File: config.mk
export PLATFORM = sky130hd
export DESIGN_NAME = cmd_decoder_flat
export DESIGN_NICKNAME = d
export VERILOG_FILES = /design/src/source/vpu_pkg.sv /design/src/source/vec_issue_if.sv /design/src/source/cmd_decoder.sv /design/src/flat_wrapper.sv
export SDC_FILE = /design/constraint.sdc
export NUM_CORES = 1
export LEC_CHECK = 0
export ABC_AREA = 1
export BUFFER_PORTS_ARGS = -buffer_cell sky130_fd_sc_hd__clkbuf_2
export CAP_MARGIN = 20
export CORE_MARGIN = 3
export CORE_UTILIZATION = 38
export DETAILED_ROUTE_END_ITERATION = 8
export GPL_TIMING_DRIVEN = 0
export PLACE_DENSITY_LB_ADDON = 0.1
export SYNTH_ARGS = -nofsm -noshare
export SYNTH_HDL_FRONTEND = slang
export SYNTH_SLANG_ARGS = --single-unit
File: constraint.sdc
create_clock -name clk -period 0.8 [get_ports clk]
set_clock_uncertainty 0.05 [all_clocks]
set_input_delay 0.16 -clock clk [delete_from_list [all_inputs] [get_ports clk]]
set_output_delay 0.16 -clock clk [all_outputs]
set_load 0.01 [all_outputs]
File: src/source/vpu_pkg.sv
`default_nettype none

package vpu_pkg;

    localparam int num_lanes  = 16;
    localparam int lane_width = 32;
    localparam int num_regs   = 32;

    typedef logic [4:0]                        reg_addr_t;
    typedef logic [lane_width-1:0]             lane_t;
    typedef logic [num_lanes*lane_width-1:0]   vec_t;
    typedef logic [3:0]                        lane_idx_t;
    typedef logic [15:0]                       imm_t;  // mask, lane index or exponent shift

    typedef enum logic [2:0] {
        op_mov      = 3'd0,
        op_neg      = 3'd1,
        op_abs      = 3'd2,
        op_copysign = 3'd3,
        op_merge    = 3'd4,
        op_bcast    = 3'd5,
        op_signsel  = 3'd6,
        op_scale    = 3'd7
    } vec_op_t;

    localparam lane_t fp_one     = 32'h3f800000;
    localparam lane_t fp_gravity = 32'hc11cf5c3;  // -9.81

    // 3x3 identity, row-major in lanes 0..8
    localparam vec_t ident_vec = {
        224'h0,
        fp_one,
        96'h0,
        fp_one,
        96'h0,
        fp_one
    };

    // gravity on the z axis, lane 2
    localparam vec_t gravity_vec = {
        416'h0,
        fp_gravity,
        64'h0
    };

    localparam reg_addr_t ident_reg   = 5'd13;
    localparam reg_addr_t gravity_reg = 5'd14;

endpackage

`default_nettype wire
File: src/source/vec_issue_if.sv
`timescale 1ns/1ps
`default_nettype none

interface vec_issue_if import vpu_pkg::*; ();

    logic      valid;
    vec_op_t   op;
    reg_addr_t rd;
    logic      wr_en;  // low for rd 0
    imm_t      imm;
    reg_addr_t rs1;
    reg_addr_t rs2;
    reg_addr_t rs3;

    modport issue_src (
        output valid, op, rd, wr_en, imm,
        output rs1, rs2, rs3
    );

    modport issue_dst (
        input valid, op, rd, wr_en, imm,
        input rs1, rs2, rs3
    );

endinterface

`default_nettype wire

File: src/source/cmd_decoder.sv
`timescale 1ns/1ps
`default_nettype none

module cmd_decoder import vpu_pkg::*; (
    input  logic      clk,
    input  logic      rst_n,

    input  logic      cmd_valid,
    input  vec_op_t   cmd_op,
    input  reg_addr_t cmd_rd,
    input  reg_addr_t cmd_rs1,
    input  reg_addr_t cmd_rs2,
    input  reg_addr_t cmd_rs3,
    input  imm_t      cmd_imm,

    output logic      cmd_error,

    vec_issue_if.issue_src issue
);

    logic all_zero_regs;
    logic reject;
    logic accept;

    assign all_zero_regs = (cmd_rd == '0) && (cmd_rs1 == '0) &&
                           (cmd_rs2 == '0) && (cmd_rs3 == '0);

    // a merge of r0 with r0 into r0 can only give zero
    assign reject = cmd_valid && (cmd_op == op_merge) && all_zero_regs;
    assign accept = cmd_valid && !reject;

    always_ff @(posedge clk) begin
        if (!rst_n) begin
            issue.valid <= 1'b0;
            issue.wr_en <= 1'b0;
            cmd_error   <= 1'b0;
        end else begin
            issue.valid <= accept;
            issue.wr_en <= accept && (cmd_rd != '0);  // r0 stays zero
            cmd_error   <= reject;
        end
    end

    // command payload
    always_ff @(posedge clk) begin
        if (cmd_valid) begin
            issue.op  <= cmd_op;
            issue.rd  <= cmd_rd;
            issue.rs1 <= cmd_rs1;
            issue.rs2 <= cmd_rs2;
            issue.rs3 <= cmd_rs3;
            issue.imm <= cmd_imm;
        end
    end

endmodule

`default_nettype wire

File: src/flat_wrapper.sv
// flat-port wrapper written by rule: the top's interface ports become plain ports
module cmd_decoder_flat import vpu_pkg::*;
  (clk, rst_n, cmd_valid, cmd_op, cmd_rd, cmd_rs1, cmd_rs2, cmd_rs3, cmd_imm, cmd_error, issue_valid, issue_op, issue_rd, issue_wr_en, issue_imm, issue_rs1, issue_rs2, issue_rs3);
  vec_issue_if issue_i ();
  input  logic clk;
  input  logic rst_n;
  input  logic cmd_valid;
  input  vec_op_t cmd_op;
  input  reg_addr_t cmd_rd;
  input  reg_addr_t cmd_rs1;
  input  reg_addr_t cmd_rs2;
  input  reg_addr_t cmd_rs3;
  input  imm_t cmd_imm;
  output logic cmd_error;
  output wire logic [$bits(issue_i.valid)-1:0] issue_valid;
  output wire logic [$bits(issue_i.op)-1:0] issue_op;
  output wire logic [$bits(issue_i.rd)-1:0] issue_rd;
  output wire logic [$bits(issue_i.wr_en)-1:0] issue_wr_en;
  output wire logic [$bits(issue_i.imm)-1:0] issue_imm;
  output wire logic [$bits(issue_i.rs1)-1:0] issue_rs1;
  output wire logic [$bits(issue_i.rs2)-1:0] issue_rs2;
  output wire logic [$bits(issue_i.rs3)-1:0] issue_rs3;
  assign issue_valid = issue_i.valid;
  assign issue_op = issue_i.op;
  assign issue_rd = issue_i.rd;
  assign issue_wr_en = issue_i.wr_en;
  assign issue_imm = issue_i.imm;
  assign issue_rs1 = issue_i.rs1;
  assign issue_rs2 = issue_i.rs2;
  assign issue_rs3 = issue_i.rs3;
  cmd_decoder u_core (.clk(clk), .rst_n(rst_n), .cmd_valid(cmd_valid), .cmd_op(cmd_op), .cmd_rd(cmd_rd), .cmd_rs1(cmd_rs1), .cmd_rs2(cmd_rs2), .cmd_rs3(cmd_rs3), .cmd_imm(cmd_imm), .cmd_error(cmd_error), .issue(issue_i));
endmodule
==> impl_metrics.tcl, run 1 <==
set metrics [dict create \
    cap_violations 0 \
    vias 1079 \
    core-area_mm2 0.00352 \
    fp.dieArea_mm2 0.00462 \
    crit_family "flip-flops" \
    fin_setup_tns_ns -8.14 \
    first_pass_iters 3 \
    power.total_w 0.00478 \
    crit_path_max_incr_delay_ns 0.39 \
    clock-sinks 42 \
    nNetsFinal 249 \
    avgSynthCellArea_um2 14.6 \
    required_ns 0.59 \
    tritoncts "built" \
    hold_violations 0 \
    layout_setup_ws_ns -0.224 \
    synthDistinctLibCells 10 \
    worstMarginPinSlew_ns 0.207 \
    grt_use_met3_pct 6.08 \
    leakagePower_nw 1.08 \
    route.detailed.drc 0 \
    wirelength_um 3340 \
    worstPathCellList "clkbuf_2" \
    ys_warn_count 0 \
    violations "negative setup slack" \
    hp-class "primary input to flop" \
    synth_seq_area_share_pct 84.4 \
    synth_seq_cells 42 \
    synthesis.area_mm2 0.00146 \
    min-delay-start "cmd_rd[4]" \
    initial_core_util_pct 41.4 \
    grt.busiest_layer "met2" \
    pin_count 84 \
    slew_violations 0 \
    post-route-min-period_ns 1.02 \
    end_kind "primary output" \
    grt-ovfl-total 0 \
    syn_to_final_growth_pct 55.1 \
    cts_buffer_depth 2 \
    timing.fmax_mhz 977 \
    postRouteAntennaNets 0 \
    grt_start_max_net_pins 44 \
    drive_gt1_share_pct 43.8 \
    setup_viol 50 \
    dieHeight_um 68.0 \
    grt_pass1_vias 1025 \
    rsz0062_at_grt "true" \
    maxSlewHeadroom_pct 86.2 \
    crit_type "flop to primary output" \
    portBuffers 83 \
    postCtsSetupBuffers 0 \
    grt_pass1_wl_um 4750 \
    viasPerCell 4.23 \
    path_clk_slew_ns 0.08 \
    outcome "finished with violations" \
    dp.final_hpwl_um 2360 \
    cts_buffers 5 \
    ir_drop_v 0.00114 \
    met1_usage_pct 15.0 \
    start_kind "flop" \
    synth_nets 142 \
    synth_cells 100 \
    grt_usage_pct 15.0 \
    first_iter_violations 33 \
    finish.utilization_pct 64.3 \
    grt_use_met2_pct 26.5 \
    placementRows 21 \
    cp_slowest_cell "edfxtp_1" \
    antenna_found_initial 0 \
    worst-path-buf-inv 1 \
    root_buffer "clkbuf_8" \
    routed_wire_length_per_instance_um 13.1 \
    pwr_density_cell_mw_per_mm2 2110 \
    gp_congestion 0.678 \
    die_x_um 68.0 \
    fin_crit_sh_pct 128 \
    cts_htree_levels 2 \
    crit_start "u_core.issue.rs2[0]" \
    crit_fanout 1 \
    critPathArrivalTime_ns 0.81 \
]
## cell type report
class	count	area, um^2
Sequential cell	42	1230
Antenna cell	1	2.50
Inverter	17	63.8
Multi-Input combinational cell	41	169
Tap cell	46	57.6
Fill cell	307	1260
Clock inverter	1	30.0
Timing Repair Buffer	100	632
Clock buffer	7	76.3
## flip-flops by register name, indices dropped and copies added (netlist names)
name	count
u_core.issue.rd	5
u_core.issue.valid	1
u_core.issue.rs3	5
u_core.issue.rs2	5
u_core.issue.imm	16
u_core.issue.rs1	5
u_core.cmd_error	1
u_core.issue.op	3
u_core.issue.wr_en	1
## layout by cell type, fill, tap and decap left out, types with 2 or more instances in the layout
master and count:
edfxtp_1 39, clkbuf_1 2, dlymetal6s4s_1 4, dlygate4sd3_1 15
inv_1 17, nand2_1 18, buf_2 2, clkbuf_8 5
nor2_1 18, clkbuf_2 77, dfxtp_1 2
## metrics by stage
stage | setup WS [ns] | instances | instance area (um^2) | hold slack, ns
after global routing | -0.270 | 254 | 2260 | 0.00210
final | -0.224 | 255 | 2260 | 0.00970
after floorplan | 0.0568 | 100 | 1460 | 0.209
after global placement | -0.777 | 229 | 1930 | 0.287
after CTS | -0.251 | 254 | 2230 | 0.000711
after detailed placement | -0.846 | 229 | 1930 | 0.289
## layer usage
layer	vias to the layer above	share of wire (%)
li1	544	-
met2	55	53
met4	0	1.5
met3	4	9.4
met1	476	36
met5	-	0
## cells by family (layout without fill, tap and decap cells)
| family | after synthesis | after routing | synth area share, % |
|---|---|---|---|
| buf+inv | 17 | 125 | 4.37 |
| other cells | 0 | 1 | 0 |
| simple gates | 41 | 41 | 11.2 |
| flops | 42 | 42 | 84.4 |
## timing repair
| item | in CTS | in global routing |
|---|---|---|
| gates cloned | 0 | 0 |
| endpoints found under the hold margin | 17 | 3 |
| hold buffers | 17 | 3 |
| resized for setup | 4 | 9 |
| endpoints found under the setup margin | 84 | 50 |
## worst paths after layout
path	end	slack [ns]	cells after the start
setup / recovery	issue_rs2[0]	-0.22	1
hold / removal	u_core.issue.rd[4]	0.01	1
## cells in the mapped netlist
library cell | number | share of area (%)
nand3_1 | 1 | 0.34
nor2_2 | 1 | 0.43
nor3_1 | 1 | 0.34
inv_1 | 17 | 4.4
nor2_1 | 18 | 4.6
nand4_1 | 1 | 0.43
edfxtp_1 | 39 | 80
nand2_2 | 1 | 0.43
dfxtp_1 | 3 | 4.1
nand2_1 | 18 | 4.6
## power by group
part	internal [W]	leakage [nW]	total (W)	switching [W]
Combinational	0.000267	0.618	0.000542	0.000276
Sequential	0.00258	0.407	0.00263	0.0000460
Clock	0.000934	0.0525	0.00161	0.000676
Total	0.00378	1.08	0.00478	0.000998
Power figures use the tool's default switching activity.
==> run 2: changes to the inputs <==
--- a/config.mk
+++ b/config.mk
@@ -13,6 +13,7 @@
 export DETAILED_ROUTE_END_ITERATION = 8
 export GPL_TIMING_DRIVEN = 0
 export PLACE_DENSITY_LB_ADDON = 0.1
+export SKIP_CTS_REPAIR_TIMING = 1
 export SYNTH_ARGS = -nofsm -noshare
 export SYNTH_HDL_FRONTEND = slang
 export SYNTH_SLANG_ARGS = --single-unit
==> run 2 against run 1 <==
Against the previous run:
- the run still ends with negative setup slack left
- global-route usage decreased by 1.2 points
- total power increased by 0.19%
- sequential share of layout area decreased by 0.24 points
- hold slack improved by 0.0065 ns
- largest power group unchanged
- non-clock buffer count increased by 3
- cell count increased by 0.78%
- fmax decreased by 0.80%
- count of clock-buffer cells in the layout unchanged
- critical endpoint is now issue_rd[3]
- core utilization increased by 0.28 points
==> impl_metrics.tcl, run 2 (synthesis results as in run 1) <==
set metrics [dict create \
    start_kind "flop" \
    p_comb_share_pct 11.5 \
    seqPwrFrac_pct 54.9 \
    drive_gt1_share_pct 44.1 \
    placementRows 21 \
    slew_violations 0 \
    layout_setup_ws_ns -0.232 \
    core-area_mm2 0.00352 \
    grt_pass1_wl_um 4380 \
    antenna_found_initial 0 \
    die_x_um 68.0 \
    fp.dieArea_mm2 0.00462 \
    grt.busiest_layer "met2" \
    worst-path-buf-inv 1 \
    violations "negative setup slack" \
    required_ns 0.59 \
    routed_wire_length_per_instance_um 13.0 \
    post-route-min-period_ns 1.03 \
    pwr_density_cell_mw_per_mm2 2110 \
    end_kind "primary output" \
    crit_fanout 1 \
    initial_core_util_pct 41.4 \
    grt_start_max_net_pins 44 \
    hold_violations 0 \
    path_clk_slew_ns 0.08 \
    pin_count 84 \
    worstMarginPinSlew_ns 0.212 \
    leakagePower_nw 1.05 \
    grt_use_met3_pct 6.90 \
    diodes 0 \
    place_inst 229 \
    root_buffer "clkbuf_8" \
    gp_congestion 0.678 \
    portBuffers 83 \
    maxSlewHeadroom_pct 85.8 \
    cts_buffers 5 \
    timing.fmax_mhz 969 \
    grt_usage_pct 13.8 \
    dp.final_hpwl_um 2360 \
    wirelength_um 3350 \
    route.detailed.drc 0 \
    tritoncts "built" \
    largest_register_ffs 16 \
    vias 1085 \
    cap_violations 0 \
    fin_crit_sh_pct 129 \
    first_iter_violations 50 \
    setup_viol 56 \
    viasPerCell 4.22 \
    switchingPower_w 0.00100 \
    cts_buffer_depth 2 \
    fin_setup_tns_ns -8.25 \
    cp_slowest_cell "edfxtp_1" \
    worstPathCellList "clkbuf_2" \
    outcome "finished with violations" \
    nNetsFinal 252 \
    hp-class "primary input to flop" \
    first_pass_iters 4 \
    syn_to_final_growth_pct 55.8 \
    cts_htree_levels 2 \
    crit_family "flip-flops" \
    mostFrequentLayoutCell "clkbuf_2" \
    grt-ovfl-total 0 \
    ir_drop_v 0.00113 \
    grt_pass1_vias 955 \
    power.share.clock_pct 33.6 \
    postRouteAntennaNets 0 \
    critPathArrivalTime_ns 0.82 \
    grt_use_met2_pct 23.6 \
    rsz0062_at_grt "true" \
    fin_cells 257 \
    clock-sinks 42 \
    final_cell_mix "clkbuf_2, edfxtp_1, dlygate4sd3_1, nor2_1, nand2_1" \
    power.total_w 0.00479 \
    intPower_w 0.00379 \
    p_sw_share_pct 20.9 \
    met1_usage_pct 13.7 \
    crit_path_max_incr_delay_ns 0.39 \
    regMostFlops "u_core.issue.imm" \
    crit_type "flop to primary output" \
    place_ws_ns -0.846 \
    dieHeight_um 68.0 \
]
==> run 2: changes by cell type in the layout (fill, tap and decap cells not counted) <==
cell,before,now
buf_16,0,1
clkbuf_16,1,0
clkbuf_2,77,79
diode_2,1,0
dlygate4sd3_1,15,20
dlymetal6s4s_1,4,0
==> run 2: path summary, 6_finish.rpt <==
check                              start             endpoint  cells after the start  slack, ns
worst max-delay path  u_core.issue.rd[3]          issue_rd[3]                      1      -0.23
worst min-delay path          cmd_rs3[3]  u_core.issue.rs3[3]                      1       0.02
==> run 2: per-stage QoR <==
stage / util, % / area (um^2) / hold slack, ns
after floorplan: - / 1460 / 0.209
after global placement: 54.9 / 1930 / 0.287
after detailed placement: 54.9 / 1930 / 0.289
after CTS: 57.9 / 2040 / -0.0140
after global routing: 64.6 / 2270 / 0.00210
final: 64.6 / 2270 / 0.0162
==> run 2: layer usage <==
| layer | part of all wire [%] | wire [um] |
|---|---|---|
| met4 | 1.2 | 40 |
| met5 | 0 | 0 |
| met3 | 9.6 | 322 |
| met2 | 54 | 1800 |
| met1 | 35 | 1190 |
==> run 2: layout make-up <==
| class | instances | area [um^2] |
|---|---|---|
| clock buffer | 7 | 76.3 |
| sequential | 42 | 1230 |
| inverter | 17 | 63.8 |
| tap | 46 | 57.6 |
| fill | 304 | 1250 |
| timing repair buffer | 103 | 644 |
| multi-input combinational | 41 | 169 |
| clock inverter | 1 | 30.0 |
==> run 2: power groups by stage <==
stage	combinational [W]	clock, W	sequential (W)
after CTS	0.000463	0.00165	0.00263
after detailed placement	0.000462	0	0.00268
after global placement	0.000451	0	0.00267
after global routing	0.000607	0.00175	0.00264
after floorplan	0.0000468	0	0.00277
final	0.000550	0.00161	0.00263
==> run 3: changes to the inputs <==
--- a/config.mk
+++ b/config.mk
@@ -9,7 +9,8 @@
 export BUFFER_PORTS_ARGS = -buffer_cell sky130_fd_sc_hd__clkbuf_2
 export CAP_MARGIN = 20
 export CORE_MARGIN = 3
-export CORE_UTILIZATION = 38
+export CORE_UTILIZATION = 40
+export CTS_BUF_LIST = sky130_fd_sc_hd__clkbuf_8
 export DETAILED_ROUTE_END_ITERATION = 8
 export GPL_TIMING_DRIVEN = 0
 export PLACE_DENSITY_LB_ADDON = 0.1
==> run 3 against run 2 <==
Against the previous run:
- sequential cell count unchanged
- combinational power is 0.9% lower
- total power is essentially flat
- fmax up 0.75%
- first-iteration DRC count down 40%
- critical endpoint is now issue_rs3[3]
- routed wire length down 9.1%
- non-clock buffer count grew 3
- core utilization increased by 2.4 points
- the run still ends with negative setup slack left
- critical path depth did not move
- via count increased by 0.28%
- worst setup slack better by 0.0077 ns
- sequential power about the same
==> impl_metrics.tcl, run 3 (synthesis results as in run 1) <==
set metrics [dict create \
    die_x_um 66.4 \
    grt_pass1_wl_um 4070 \
    worstMarginPinSlew_ns 0.223 \
    cap_violations 0 \
    placementRows 21 \
    grt_usage_pct 13.0 \
    root_buffer "clkbuf_8" \
    end_kind "primary output" \
    slew_violations 0 \
    timing.fmax_mhz 976 \
    vias 1088 \
    initial_core_util_pct 42.7 \
    grt-ovfl-total 0 \
    ir_drop_v 0.00152 \
    hp-class "primary input to flop" \
    post-route-min-period_ns 1.02 \
    maxSlewHeadroom_pct 85.2 \
    finish.utilization_pct 66.9 \
    power.share.clock_pct 33.8 \
    portBuffers 83 \
    fp.dieArea_mm2 0.00441 \
    crit_family "flip-flops" \
    start_kind "flop" \
    regMostFlops "u_core.issue.imm" \
    syn_to_final_growth_pct 56.7 \
    final_area_mm2 0.00229 \
    viasPerCell 4.18 \
    p_comb_share_pct 11.4 \
    nNetsFinal 255 \
    mostFrequentLayoutCell "clkbuf_2" \
    met1_usage_pct 14.3 \
    crit_type "flop to primary output" \
    worstPathCellList "clkbuf_2" \
    largest_register_ffs 16 \
    tritoncts "built" \
    grt_use_met2_pct 20.9 \
    gp_congestion 0.703 \
    leakagePower_nw 1.07 \
    core-area_mm2 0.00342 \
    dp.final_hpwl_um 2090 \
    grt_start_max_net_pins 44 \
    rsz0062_at_grt "true" \
    routed_wire_length_per_instance_um 11.7 \
    crit_fanout 1 \
    route.detailed.drc 0 \
    crit_path_max_incr_delay_ns 0.39 \
    hold_violations 0 \
    cts_buffers 5 \
    whs_endpoint "u_core.issue.rs2[0]" \
    outcome "finished with violations" \
    grt.busiest_layer "met2" \
    fin_crit_sh_pct 128 \
    seqPwrFrac_pct 54.8 \
    clock-sinks 42 \
    antenna_found_initial 0 \
    wirelength_um 3050 \
    cp_slowest_cell "edfxtp_1" \
    diodes 0 \
    final_cell_mix "clkbuf_2, edfxtp_1, dlygate4sd3_1, nor2_1, nand2_1" \
    first_iter_violations 30 \
    violations "negative setup slack" \
    pin_count 84 \
    path_clk_slew_ns 0.08 \
    fill_cells 278 \
    required_ns 0.59 \
    postRouteAntennaNets 0 \
    setup_viol 50 \
    first_pass_iters 4 \
    critPathArrivalTime_ns 0.81 \
    holdWs_ns 0.00990 \
    pwr_density_cell_mw_per_mm2 2090 \
    grt_pass1_vias 917 \
    min-delay-start "cmd_rs2[0]" \
    placed_area_mm2 0.00193 \
    dieHeight_um 66.4 \
    cts_buffer_depth 2 \
    drive_gt1_share_pct 43.5 \
    switchingPower_w 0.00101 \
    layout_setup_ws_ns -0.225 \
    p_sw_share_pct 21.2 \
    holdPathStages 1 \
    grt_use_met3_pct 5.44 \
    intPower_w 0.00377 \
    worst-path-buf-inv 1 \
    cts_htree_levels 2 \
]
## run 3: cell count changes in the layout (fill, tap and decap cells not counted), sizes merged
| cell | previous run | this run |
|---|---|---|
| dlygate4sd3 | 20 | 23 |
| clkbuf | 86 | 84 |
| clkinv | 0 | 2 |
## run 3: layout make-up
type	instances	area (um^2)	area share, %
repair buffers	106	661	28.9
multi-input cells	41	164	7.17
flip-flops and latches	42	1230	53.9
clock buffers	5	68.8	3.01
inverters	17	63.8	2.79
clock inverters	3	40.0	1.75
well taps	46	57.6	2.52
## run 3: power groups by stage
stage	Sequential, W	Combinational, W	Clock, W
4_1_cts	0.00263	0.000456	0.00166
6_report	0.00262	0.000545	0.00162
3_3_place_gp	0.00267	0.000449	0
2_1_floorplan	0.00277	0.0000468	0
5_1_grt	0.00264	0.000596	0.00177
3_5_place_dp	0.00268	0.000454	0
## run 3: layer usage
layer  routed length (um)  part of all wire [%]
met1                 1140                    38
met2                 1580                    52
met3                  268                   8.8
met4                   56                   1.8
met5                    0                     0
## run 3: through the flow
stage | std cells | setup TNS (ns) | worst slack (ns) | total power (W)
after floorplan | 100 | 0 | 0.0568 | 0.00281
after global placement | 229 | -23.38 | -0.774 | 0.00312
after detailed placement | 229 | -24.63 | -0.814 | 0.00313
after CTS | 237 | -20.31 | -0.512 | 0.00474
after global routing | 260 | -10.05 | -0.277 | 0.00500
final | 260 | -8.21 | -0.225 | 0.00478
## run 3: worst max path at each step
| stage | startpoint | end | cells past startpoint |
|---|---|---|---|
| finish | u_core.issue.rs3[3] | issue_rs3[3] | 1 |
| global route | u_core.issue.rs3[3] | issue_rs3[3] | 1 |
| CTS | cmd_valid | u_core.issue.valid | 6 |
| detailed placement | cmd_valid | u_core.issue.valid | 6 |
| global placement | cmd_valid | u_core.issue.valid | 6 |
| floorplan | cmd_op[1] | u_core.issue.valid | 6 |
